`config.mk`:
```
export PLATFORM = sky130hd
export DESIGN_NAME = xor_fabric_top
export DESIGN_NICKNAME = d
export VERILOG_FILES = /design/src/xor_fabric_pkg.sv /design/src/xor_fabric_top.sv /design/src/lane_array.sv /design/src/word_transform.sv /design/src/count_offset.sv /design/src/delay_line.sv /design/src/window_shifter.sv
export VERILOG_INCLUDE_DIRS = /design/src
export SDC_FILE = /design/constraint.sdc
export NUM_CORES = 2
export LEC_CHECK = 0
export ABC_AREA = 1
export BUFFER_PORTS_ARGS = -buffer_cell sky130_fd_sc_hd__buf_2
export CELL_PAD_IN_SITES_DETAIL_PLACEMENT = 1
export CELL_PAD_IN_SITES_GLOBAL_PLACEMENT = 1
export CORE_MARGIN = 5
export CORE_UTILIZATION = 30
export CTS_CLUSTER_DIAMETER = 150
export DETAILED_ROUTE_END_ITERATION = 12
export PLACE_DENSITY_LB_ADDON = 0.15
export SLEW_MARGIN = 20
export SYNTH_ARGS = -nofsm -noshare
export SYNTH_HDL_FRONTEND = slang
export SYNTH_SLANG_ARGS = --single-unit
```
`constraint.sdc`:
```
create_clock -name clk -period 82.8 [get_ports clk]
set_input_delay 16.56 -clock clk [delete_from_list [all_inputs] [get_ports clk]]
set_output_delay 16.56 -clock clk [all_outputs]
set_load 0.01 [all_outputs]
```
`src/xor_fabric_defines.svh`:
```
/*
 * Shared widths, delay depths and counter modulus for the XOR fabric.
 * COUNT_WIDTH must hold COUNT_MOD-1, and DECODE_BITS must be log2 of WORD_WIDTH.
 */
`ifndef XOR_FABRIC_DEFINES_SVH
`define XOR_FABRIC_DEFINES_SVH

// data word
`define WORD_WIDTH 32

// short and long fixed delays, in cycles
`define SHIFT_DEPTH 4
`define RAM_DEPTH 8

// counter wraps from COUNT_MOD-1 to 0
`define COUNT_MOD 10
`define COUNT_WIDTH 4

// low input bits used by the one-hot decode
`define DECODE_BITS 5

`endif
```
`src/xor_fabric_pkg.sv`:
```
/*
 * Types shared by the fabric. Widths come from the defines header.
 * lane_bus_t puts w0 in the top bits of the packed struct.
 */
`default_nettype none

`include "xor_fabric_defines.svh"

package xor_fabric_pkg;

	typedef logic [`WORD_WIDTH-1:0] word_t;

	typedef logic [`COUNT_WIDTH-1:0] count_t;

	// one word per lane
	typedef struct packed {
		word_t w0;
		word_t w1;
		word_t w2;
		word_t w3;
	} lane_bus_t;

	// word_transform operations
	typedef enum logic [1:0] {
		OP_DECODE,
		OP_FOLD_ADD,
		OP_ADD_SUB,
		OP_PARITY
	} transform_op_e;

endpackage

`default_nettype wire

```
`src/xor_fabric_top.sv`:
```
/*
 * Window shifter feeding four lane pipelines. out is the XOR of the lane results.
 * No handshake: in is sampled every cycle, and out is zero straight after reset.
 */
`default_nettype none

module xor_fabric_top import xor_fabric_pkg::*; (
	input  logic  clk,
	input  logic  rst,
	input  word_t in,
	output word_t out
);

	lane_bus_t lanes;
	lane_bus_t results;

	window_shifter window_shifter_i (
		.clk   (clk),
		.rst   (rst),
		.in    (in),
		.lanes (lanes)
	);

	lane_array lane_array_i (
		.clk     (clk),
		.rst     (rst),
		.lanes   (lanes),
		.results (results)
	);

	// combinational, straight from the lane registers
	assign out = results.w0 ^ results.w1 ^ results.w2 ^ results.w3;

endmodule

`default_nettype wire

```
`src/lane_array.sv`:
```
/*
 * Four fixed lane pipelines, lanes.wN to results.wN.
 * Latencies are 7, 4, 13 and 7 cycles. Every stage advances every cycle.
 */
`default_nettype none

`include "xor_fabric_defines.svh"

module lane_array import xor_fabric_pkg::*; (
	input  logic      clk,
	input  logic      rst,
	input  lane_bus_t lanes,
	output lane_bus_t results
);

	word_t lane0_d1;
	word_t lane0_d4;
	word_t lane0_cnt;
	word_t lane0_out;

	word_t lane1_cnt;
	word_t lane1_d1;
	word_t lane1_dec;
	word_t lane1_out;

	word_t lane2_cnt;
	word_t lane2_d8;
	word_t lane2_out;

	word_t lane3_as;
	word_t lane3_d4;
	word_t lane3_par;
	word_t lane3_out;

	// lane 0
	delay_line #(.DEPTH(1)) lane0_reg_i (
		.clk(clk), .rst(rst), .data_in(lanes.w0), .data_out(lane0_d1)
	);
	delay_line #(.DEPTH(`SHIFT_DEPTH)) lane0_shift_i (
		.clk(clk), .rst(rst), .data_in(lane0_d1), .data_out(lane0_d4)
	);
	count_offset lane0_cnt_i (
		.clk(clk), .rst(rst), .data_in(lane0_d4), .data_out(lane0_cnt)
	);
	word_transform #(.OP(OP_DECODE)) lane0_dec_i (
		.clk(clk), .rst(rst), .data_in(lane0_cnt), .data_out(lane0_out)
	);

	// lane 1
	count_offset lane1_cnt_i (
		.clk(clk), .rst(rst), .data_in(lanes.w1), .data_out(lane1_cnt)
	);
	delay_line #(.DEPTH(1)) lane1_reg_i (
		.clk(clk), .rst(rst), .data_in(lane1_cnt), .data_out(lane1_d1)
	);
	word_transform #(.OP(OP_DECODE)) lane1_dec_i (
		.clk(clk), .rst(rst), .data_in(lane1_d1), .data_out(lane1_dec)
	);
	word_transform #(.OP(OP_FOLD_ADD)) lane1_fold_i (
		.clk(clk), .rst(rst), .data_in(lane1_dec), .data_out(lane1_out)
	);

	// lane 2, no latch stage
	count_offset lane2_cnt_i (
		.clk(clk), .rst(rst), .data_in(lanes.w2), .data_out(lane2_cnt)
	);
	delay_line #(.DEPTH(`RAM_DEPTH)) lane2_ram_i (
		.clk(clk), .rst(rst), .data_in(lane2_cnt), .data_out(lane2_d8)
	);
	delay_line #(.DEPTH(`SHIFT_DEPTH)) lane2_shift_i (
		.clk(clk), .rst(rst), .data_in(lane2_d8), .data_out(lane2_out)
	);

	// lane 3
	word_transform #(.OP(OP_ADD_SUB)) lane3_as_i (
		.clk(clk), .rst(rst), .data_in(lanes.w3), .data_out(lane3_as)
	);
	delay_line #(.DEPTH(`SHIFT_DEPTH)) lane3_shift_i (
		.clk(clk), .rst(rst), .data_in(lane3_as), .data_out(lane3_d4)
	);
	word_transform #(.OP(OP_PARITY)) lane3_par_i (
		.clk(clk), .rst(rst), .data_in(lane3_d4), .data_out(lane3_par)
	);
	word_transform #(.OP(OP_FOLD_ADD)) lane3_fold_i (
		.clk(clk), .rst(rst), .data_in(lane3_par), .data_out(lane3_out)
	);

	assign results = '{
		w0: lane0_out,
		w1: lane1_out,
		w2: lane2_out,
		w3: lane3_out
	};

endmodule

`default_nettype wire

```
`src/word_transform.sv`:
```
/*
 * Registered word operation picked at elaboration by OP.
 * Fold-add gives 17 significant bits, add/sub wraps to 16 bits, both zero-extended.
 * Parity sets bit 31 so that the whole word has even parity.
 */
`default_nettype none

`include "xor_fabric_defines.svh"

module word_transform import xor_fabric_pkg::*; #(
	parameter transform_op_e OP = OP_DECODE
) (
	input  logic  clk,
	input  logic  rst,
	input  word_t data_in,
	output word_t data_out
);

	localparam int HALF = `WORD_WIDTH / 2;

	logic [HALF-1:0] lo_half;
	logic [HALF-1:0] hi_half;
	logic [HALF:0]   fold_sum;
	logic [HALF-1:0] as_operand;
	logic [HALF-1:0] as_result;
	logic            sub_sel;
	word_t           result;

	assign lo_half = data_in[HALF-1:0];
	assign hi_half = data_in[`WORD_WIDTH-1:HALF];

	// unsigned halves, carry kept
	assign fold_sum = {1'b0, lo_half} + {1'b0, hi_half};

	// top bit picks subtract, bits 30..16 are the operand
	assign sub_sel = data_in[`WORD_WIDTH-1];
	assign as_operand = {1'b0, data_in[`WORD_WIDTH-2:HALF]};
	assign as_result = sub_sel ? (lo_half - as_operand) : (lo_half + as_operand);

	always_comb begin
		case (OP)
			OP_DECODE: begin
				result = word_t'(1) << data_in[`DECODE_BITS-1:0];
			end
			OP_FOLD_ADD: begin
				result = word_t'(fold_sum);
			end
			OP_ADD_SUB: begin
				result = word_t'(as_result);
			end
			OP_PARITY: begin
				result = {^data_in[`WORD_WIDTH-2:0], data_in[`WORD_WIDTH-2:0]};
			end
			default: begin
				result = '0;
			end
		endcase
	end

	always_ff @(posedge clk or posedge rst) begin
		if (rst) begin
			data_out <= '0;
		end else begin
			data_out <= result;
		end
	end

endmodule

`default_nettype wire

```
`src/count_offset.sv`:
```
/*
 * Adds a free-running modulo COUNT_MOD count to each word, one cycle latency.
 * The count is 0 on the first cycle after reset. The sum wraps at the word width.
 */
`default_nettype none

`include "xor_fabric_defines.svh"

module count_offset import xor_fabric_pkg::*; (
	input  logic  clk,
	input  logic  rst,
	input  word_t data_in,
	output word_t data_out
);

	count_t count;

	always_ff @(posedge clk or posedge rst) begin
		if (rst) begin
			count <= '0;
		end else if (count == count_t'(`COUNT_MOD - 1)) begin
			count <= '0;
		end else begin
			count <= count + count_t'(1);
		end
	end

	// count zero-extended before the add
	always_ff @(posedge clk or posedge rst) begin
		if (rst) begin
			data_out <= '0;
		end else begin
			data_out <= data_in + word_t'(count);
		end
	end

endmodule

`default_nettype wire

```
`src/delay_line.sv`:
```
/*
 * Fixed delay of DEPTH cycles built as a ring buffer, DEPTH >= 1.
 * The ring is cleared by reset, so zeros come out until it has filled.
 * DEPTH 1 gives a plain register.
 */
`default_nettype none

module delay_line import xor_fabric_pkg::*; #(
	parameter int DEPTH = 1
) (
	input  logic  clk,
	input  logic  rst,
	input  word_t data_in,
	output word_t data_out
);

	localparam int PTR_W = (DEPTH > 1) ? $clog2(DEPTH) : 1;

	typedef logic [PTR_W-1:0] ptr_t;

	word_t ring [DEPTH];
	ptr_t  wr_ptr;

	// slot under the pointer holds the oldest word
	assign data_out = ring[wr_ptr];

	always_ff @(posedge clk or posedge rst) begin
		if (rst) begin
			wr_ptr <= '0;
		end else if (wr_ptr == ptr_t'(DEPTH - 1)) begin
			wr_ptr <= '0;
		end else begin
			wr_ptr <= wr_ptr + ptr_t'(1);
		end
	end

	// oldest slot is read out and overwritten on the same edge
	always_ff @(posedge clk or posedge rst) begin
		if (rst) begin
			for (int i = 0; i < DEPTH; i++) begin
				ring[i] <= '0;
			end
		end else begin
			ring[wr_ptr] <= data_in;
		end
	end

	initial begin
		assert (DEPTH >= 1)
		else $error("delay_line DEPTH must be at least 1");
	end

endmodule

`default_nettype wire

```
`src/window_shifter.sv`:
```
/*
 * Four-word window of the input stream with a capture register behind it.
 * Input is sampled on every edge. A word reaches lanes.wN after N+2 edges.
 */
`default_nettype none

module window_shifter import xor_fabric_pkg::*; (
	input  logic      clk,
	input  logic      rst,
	input  word_t     in,
	output lane_bus_t lanes
);

	// slot 0 is the newest word
	lane_bus_t window;

	always_ff @(posedge clk or posedge rst) begin
		if (rst) begin
			window <= '0;
		end else begin
			window <= '{
				w0: in,
				w1: window.w0,
				w2: window.w1,
				w3: window.w2
			};
		end
	end

	// snapshot of the previous window, one word per lane
	always_ff @(posedge clk or posedge rst) begin
		if (rst) begin
			lanes <= '0;
		end else begin
			lanes <= window;
		end
	end

endmodule

`default_nettype wire

```
# Word-level counts from Yosys, hierarchy flattened
# Cells that the tools add are included.
# word_totals
register_bits	1102
elab_cells	136
# op_classes
addsub	16
n_lt_le_gt_ge	12
eq_ne	7
shifts	2
muxes	40
n_bitwise	7
reduce_logical	7
# op_table
op	count
bitwise mux 128 bit	3
2-to-1 mux 32 bit	11
bitwise mux 256 bit	1
binary-select mux 32 bit (select 2 bit)	3
demux 32 bit (select 2 bit)	3
binary-select mux 32 bit (select 3 bit)	1
demux 32 bit (select 3 bit)	1
adder 32 x 4 -> 32 bit	2
bitwise mux 32 bit	2
left shift 1 x 5 -> 32 bit, first input constant	2
bitwise XOR 32 x 17 -> 32 bit	2
2-to-1 mux 31 bit	2
adder 16 x 16 -> 17 bit	2
bitwise XOR 32 bit	1
XOR reduction 31 bit	1
adder 16 x 15 -> 16 bit	1
2-to-1 mux 16 bit	1
subtractor 16 x 15 -> 16 bit	1
2-to-1 mux 5 bit	3
adder 4 x 1 -> 4 bit, second input constant	3
== test 4 bit, second input constant	3
2-to-1 mux 4 bit	3
>= comparator 3 bit, second input constant	3
less-than comparator 3 x 1 -> 1 bit, second input constant	3
16 further kinds	33

# Depth between registers and ports, before layout
# logic_depth
depth_word	6
mapped_depth	19
mapped_depth_nobuf	19

# By module
# A second synthesis with hierarchy kept.
# unflattened
cells_unflattened	6774
hier_area_um2	54036.8
# modules_own_cells
module	instances	cells_per_inst	area_per_inst_um2	seq_area_each_um2
delay_line at lane_array_i.lane0_shift_i ...	3	795	6155.9	3253.1
delay_line at lane_array_i.lane2_ram_i	1	1586	12099.1	6481.2
window_shifter	1	257	4728.3	4003.8
count_offset at lane_array_i.lane0_cnt_i ...	2	276	2072.0	900.9
word_transform at lane_array_i.lane0_dec_i ...	2	96	1177.4	800.8
count_offset at lane_array_i.lane2_cnt_i	1	280	2082.0	900.9
xor_fabric_top	1	480	2042.0	0.0
word_transform at lane_array_i.lane3_as_i	1	298	1855.5	400.4
word_transform at lane_array_i.lane3_par_i	1	240	1616.6	800.8
delay_line at lane_array_i.lane0_reg_i ...	2	33	804.5	800.8
word_transform at lane_array_i.lane1_fold_i	1	218	1519.0	425.4
word_transform at lane_array_i.lane3_fold_i	1	220	1519.0	425.4

# Least setup slack after synthesis
# No wires, ideal clock.
# synth_timing
path_kind	reg-to-output
startpoint	reg lane_array_i.lane2_shift_i.wr_ptr[0]
endpoint	out out[21]
arrival_time_ns	1.456
slack_ns	64.784
path_stages_with_launch	8
n_path_buf	3
path_cell_list	dfrtp_1 buf_2 inv_1 buf_2 buf_2 nor2_1 o22ai_1 xor2_1
# synth_between
elab_chain_len	6
# synth_lines
item	line	source
from (decl)	delay_line.sv:22	ptr_t wr_ptr;
from (signal assigned)	delay_line.sv:33	wr_ptr <= wr_ptr + ptr_t'(1);
NOT 2 -> 3 bit (implied by the code)	delay_line.sv:25	assign data_out = ring[wr_ptr];
binary-select mux 32 bit (select 2 bit)	delay_line.sv:25	
2-to-1 mux 32 bit (implied by the code) (2 in series)	delay_line.sv:25	
bitwise XOR 32 bit	xor_fabric_top.sv:32	assign out = results.w0 ^ results.w1 ^ results.w2 ^ results.w3;
bitwise XOR 32 x 17 -> 32 bit	xor_fabric_top.sv:32	
to (decl)	xor_fabric_top.sv:11	output word_t out
# No other way between the ends. The select of a mux whose other input is x is not followed.

# Final worst setup path
# layout_timing
startpoint	reg lane_array_i.lane2_shift_i.wr_ptr[0]
endpoint	out out[1]
# The elaborated chain is that of the path after synthesis.

==> results.sh <==
export IMPL_drt_total_wl_um=99000
export IMPL_path_clk_slew_ns=0.06
export IMPL_hold_buffers=0
export IMPL_die_area_um2=120000
export IMPL_ys_ff_latch=827
export IMPL_rr_worst_depth=10
export IMPL_synthTopCellsByArea="dfrtp_1, nand2_1, o21ai_0"
export IMPL_period_share_pct=23.6
export IMPL_crit_path_start="lane_array_i.lane2_shift_i.wr_ptr[0]"
export IMPL_synth_common_cells="nand2_1, dfrtp_1, o21ai_0, nor2_1, inv_1"
export IMPL_crit_end="out[1]"
export IMPL_cp_end_kind="primary output"
export IMPL_hpwl_um=63100
export IMPL_drv_slew=0
export IMPL_r2r_start="lane_array_i.lane2_ram_i.wr_ptr[2]"
export IMPL_nFillCells=12800
export IMPL_postLayoutCellArea_um2=39100
export IMPL_vias=23600
export IMPL_fin_skew_ns=0.0153
export IMPL_synth_top_flop_cell="dfrtp_1"
export IMPL_synth_async_reset_ratio_pct=100
export IMPL_grt_use_total_pct=16.5
export IMPL_finish_net_count=3620
export IMPL_clockBufferDepth=3
export IMPL_num_io_pins=66
export IMPL_peakVddDrop_uv=18.1
export IMPL_hold_viol=0
export IMPL_finalCriticalPeriod_ns=19.51
export IMPL_row_count=123
export IMPL_p_leak_nw=18.6
export IMPL_syn_nets=3592
export IMPL_grt_max_degree=145
export IMPL_grt_pass1_vias=25000
export IMPL_ys_types=49
export IMPL_r2r_end="lane_array_i.lane2_shift_i.ring[59]"
export IMPL_ctsResizeCount=0
export IMPL_min_path_type="reg -> reg"
export IMPL_yosysWarnings=0
export IMPL_required_ns=66.24
export IMPL_layout_drive_gt1_share_pct=10.1
export IMPL_drt_pass1_iter_count=5
export IMPL_power_density_nw_per_um2=25.2
export IMPL_die_h_um=347
export IMPL_avgRoutedWirePerCell_um=19.4
export IMPL_max_cap_violations=0
export IMPL_cp_arrival_ns=2.95
export IMPL_r2r_slack_ns=79.32
export IMPL_clk_insertion_delay_late_ns=0.67
export IMPL_grt_pass1_wl_um=156000
export IMPL_antenna_found_initial=3
export IMPL_post_cts_buffers=0
export IMPL_path_class="reg -> out"
export IMPL_fin_tns_setup_ns=0
export IMPL_setup_violations=0
export IMPL_die_width_um=347
export IMPL_avgSynthCellArea_um2=9.75
export IMPL_timing_fmax_ghz=0.0512
export IMPL_via_per_inst=4.62
export IMPL_cts_sinks=827
export IMPL_synth_edff_count=0
export IMPL_gp_congestion=0.738
export IMPL_cts_tree="yes"
export IMPL_placed_area_um2=35800
export IMPL_root_buffer="clkbuf_16"
export IMPL_initial_core_util_pct=30.2
export IMPL_drt_iter0_markers=1309
export IMPL_synth_most_common_cell="nand2_1"
export IMPL_area_growth_pct=14.8
export IMPL_rsz0062_at_grt="false"
export IMPL_yosysTopAreaCell="dfrtp_1"
export IMPL_port_buffers=65
export IMPL_max_slew_margin_pct=28.8
export IMPL_numCtsBuffers=93
export IMPL_synthCells=3494
export IMPL_synth_top_area_share_pct=60.8
export IMPL_critPathLaunchType="register"
export IMPL_core_area_um2=113000
export IMPL_status="complete, no violations"
export IMPL_overflow=0
export IMPL_drc=0
export IMPL_antenna_left=0
export IMPL_tightest_slew_ns=1.07
export IMPL_critPathMaxFanout=37
export IMPL_ys_seq_area_share_pct=60.8
export IMPL_netlist_area_um2=34100
export IMPL_cts_max_level=3
how the worst min path moves through the flow:
| stage | from | end | slack [ns] | depth (start not counted) |
|---|---|---|---|---|
| 3_3_place_gp | lane_array_i.lane1_cnt_i.data_out[1] | lane_array_i.lane1_reg_i.ring[1] | 0.33 | 0 |
| 4_1_cts | lane_array_i.lane3_par_i.data_out[6] | lane_array_i.lane3_fold_i.data_out[6] | 0.35 | 0 |
| 3_5_place_dp | window_shifter_i.window[86] | window_shifter_i.window[54] | 0.34 | 0 |
| 5_1_grt | window_shifter_i.window[126] | window_shifter_i.window[94] | 0.35 | 0 |
| 2_1_floorplan | window_shifter_i.window[64] | lane_array_i.lane0_reg_i.ring[0] | 0.33 | 0 |
| 6_report | window_shifter_i.window[45] | window_shifter_i.window[13] | 0.34 | 0 |
logic make-up (layout without fill, tap and decap cells):
kind of cell | after synthesis | count (layout) | synth area share (%)
AOI/OAI and AO/OA | 549 | 549 | 9.06
other | 0 | 3 | 0
xor gates and xnor gates | 135 | 135 | 3.47
muxes | 74 | 74 | 2.45
and+or+nand+nor | 1486 | 1486 | 17.5
buffers and inverters | 359 | 467 | 4.32
DFF | 827 | 827 | 60.8
adders and majority gates | 64 | 64 | 2.46
per-layer routing:
| layer | wire [µm] | vias to the layer above | track usage, % |
|---|---|---|---|
| met5 | 0 | - | 0 |
| met4 | 2490 | 0 | 4.19 |
| met3 | 2600 | 116 | 2.15 |
| met2 | 45000 | 275 | 26.5 |
| met1 | 48900 | 11800 | 23.9 |
| li1 | - | 11400 | - |
through the flow:
stage	total power [mW]	utilization [%]	instances	hold slack, ns	setup WS (ns)
4_1_cts	1.01	34.7	5101	0.346	63.20
6_report	0.987	34.7	5105	0.343	63.29
5_1_grt	1.04	34.7	5102	0.349	62.93
2_1_floorplan	0.526	-	3494	0.331	43.01
3_5_place_dp	0.566	31.8	4926	0.336	62.67
3_3_place_gp	0.564	31.8	4926	0.331	62.72
sequential cells by signal, summed over array words and instances, names as in the netlist, 20 cells and up:
name,count
lane_array_i.lane2_ram_i.ring,256
lane_array_i.lane2_cnt_i.data_out,32
window_shifter_i.window,123
lane_array_i.lane1_dec_i.data_out,32
lane_array_i.lane0_dec_i.data_out,32
lane_array_i.lane3_shift_i.ring,64
window_shifter_i.lanes,32
lane_array_i.lane2_shift_i.ring,128
lane_array_i.lane0_shift_i.ring,20
layout make-up:
type	instances	area, µm²	share of cell area, %
multi-input cells	2308	11900	30.5
flip-flops and latches	827	20700	53.0
clock inverters	36	490	1.25
repair buffers	102	636	1.63
inverters	190	723	1.85
diodes	3	7.51	0.0192
clock buffers	139	2750	7.04
well taps	1500	1880	4.80
report_power, final:
| part | internal (mW) | switching (mW) | total, mW |
|---|---|---|---|
| registers | 0.439 | 0.0233 | 0.463 |
| clock network | 0.257 | 0.174 | 0.431 |
| logic | 0.0340 | 0.0587 | 0.0927 |
cells in the final DEF, fill, tap and decap left out, types with 4 or more instances in the layout:
master | synthesis | final
a22o_1 | 18 | 18
a22oi_2 | 5 | 5
ha_1 | 59 | 59
a31oi_1 | 10 | 10
nor2_1 | 206 | 206
mux2_2 | 74 | 74
nand3_1 | 78 | 76
a22oi_1 | 27 | 27
nand2_1 | 1089 | 1088
nand3_2 | 3 | 5
a21oi_1 | 67 | 67
xor2_1 | 79 | 79
bufinv_16 | 0 | 8
clkbuf_16 | 0 | 94
o21ai_0 | 362 | 362
buf_2 | 36 | 65
clkinvlp_4 | 0 | 4
clkbuf_8 | 0 | 23
o22ai_1 | 30 | 30
nand4_1 | 63 | 63
a21o_1 | 7 | 7
nand3b_1 | 5 | 5
inv_1 | 175 | 173
a221oi_1 | 6 | 6
xnor2_1 | 56 | 56
inv_2 | 11 | 12
dfrtp_1 | 827 | 826
fa_1 | 5 | 5
clkbuf_1 | 98 | 22
buf_4 | 10 | 35
clkinv_2 | 0 | 10
clkinv_4 | 0 | 6
nor3_1 | 27 | 27
critical path: stages (launching register included):
cell and delay (ns):
dfrtp_2 0.41, inv_2 0.42, buf_4 0.49, o21ai_0 0.14, o22ai_1 0.26, xor2_1 0.34
buf_2 0.20
(Power assumes the default switching activity.)
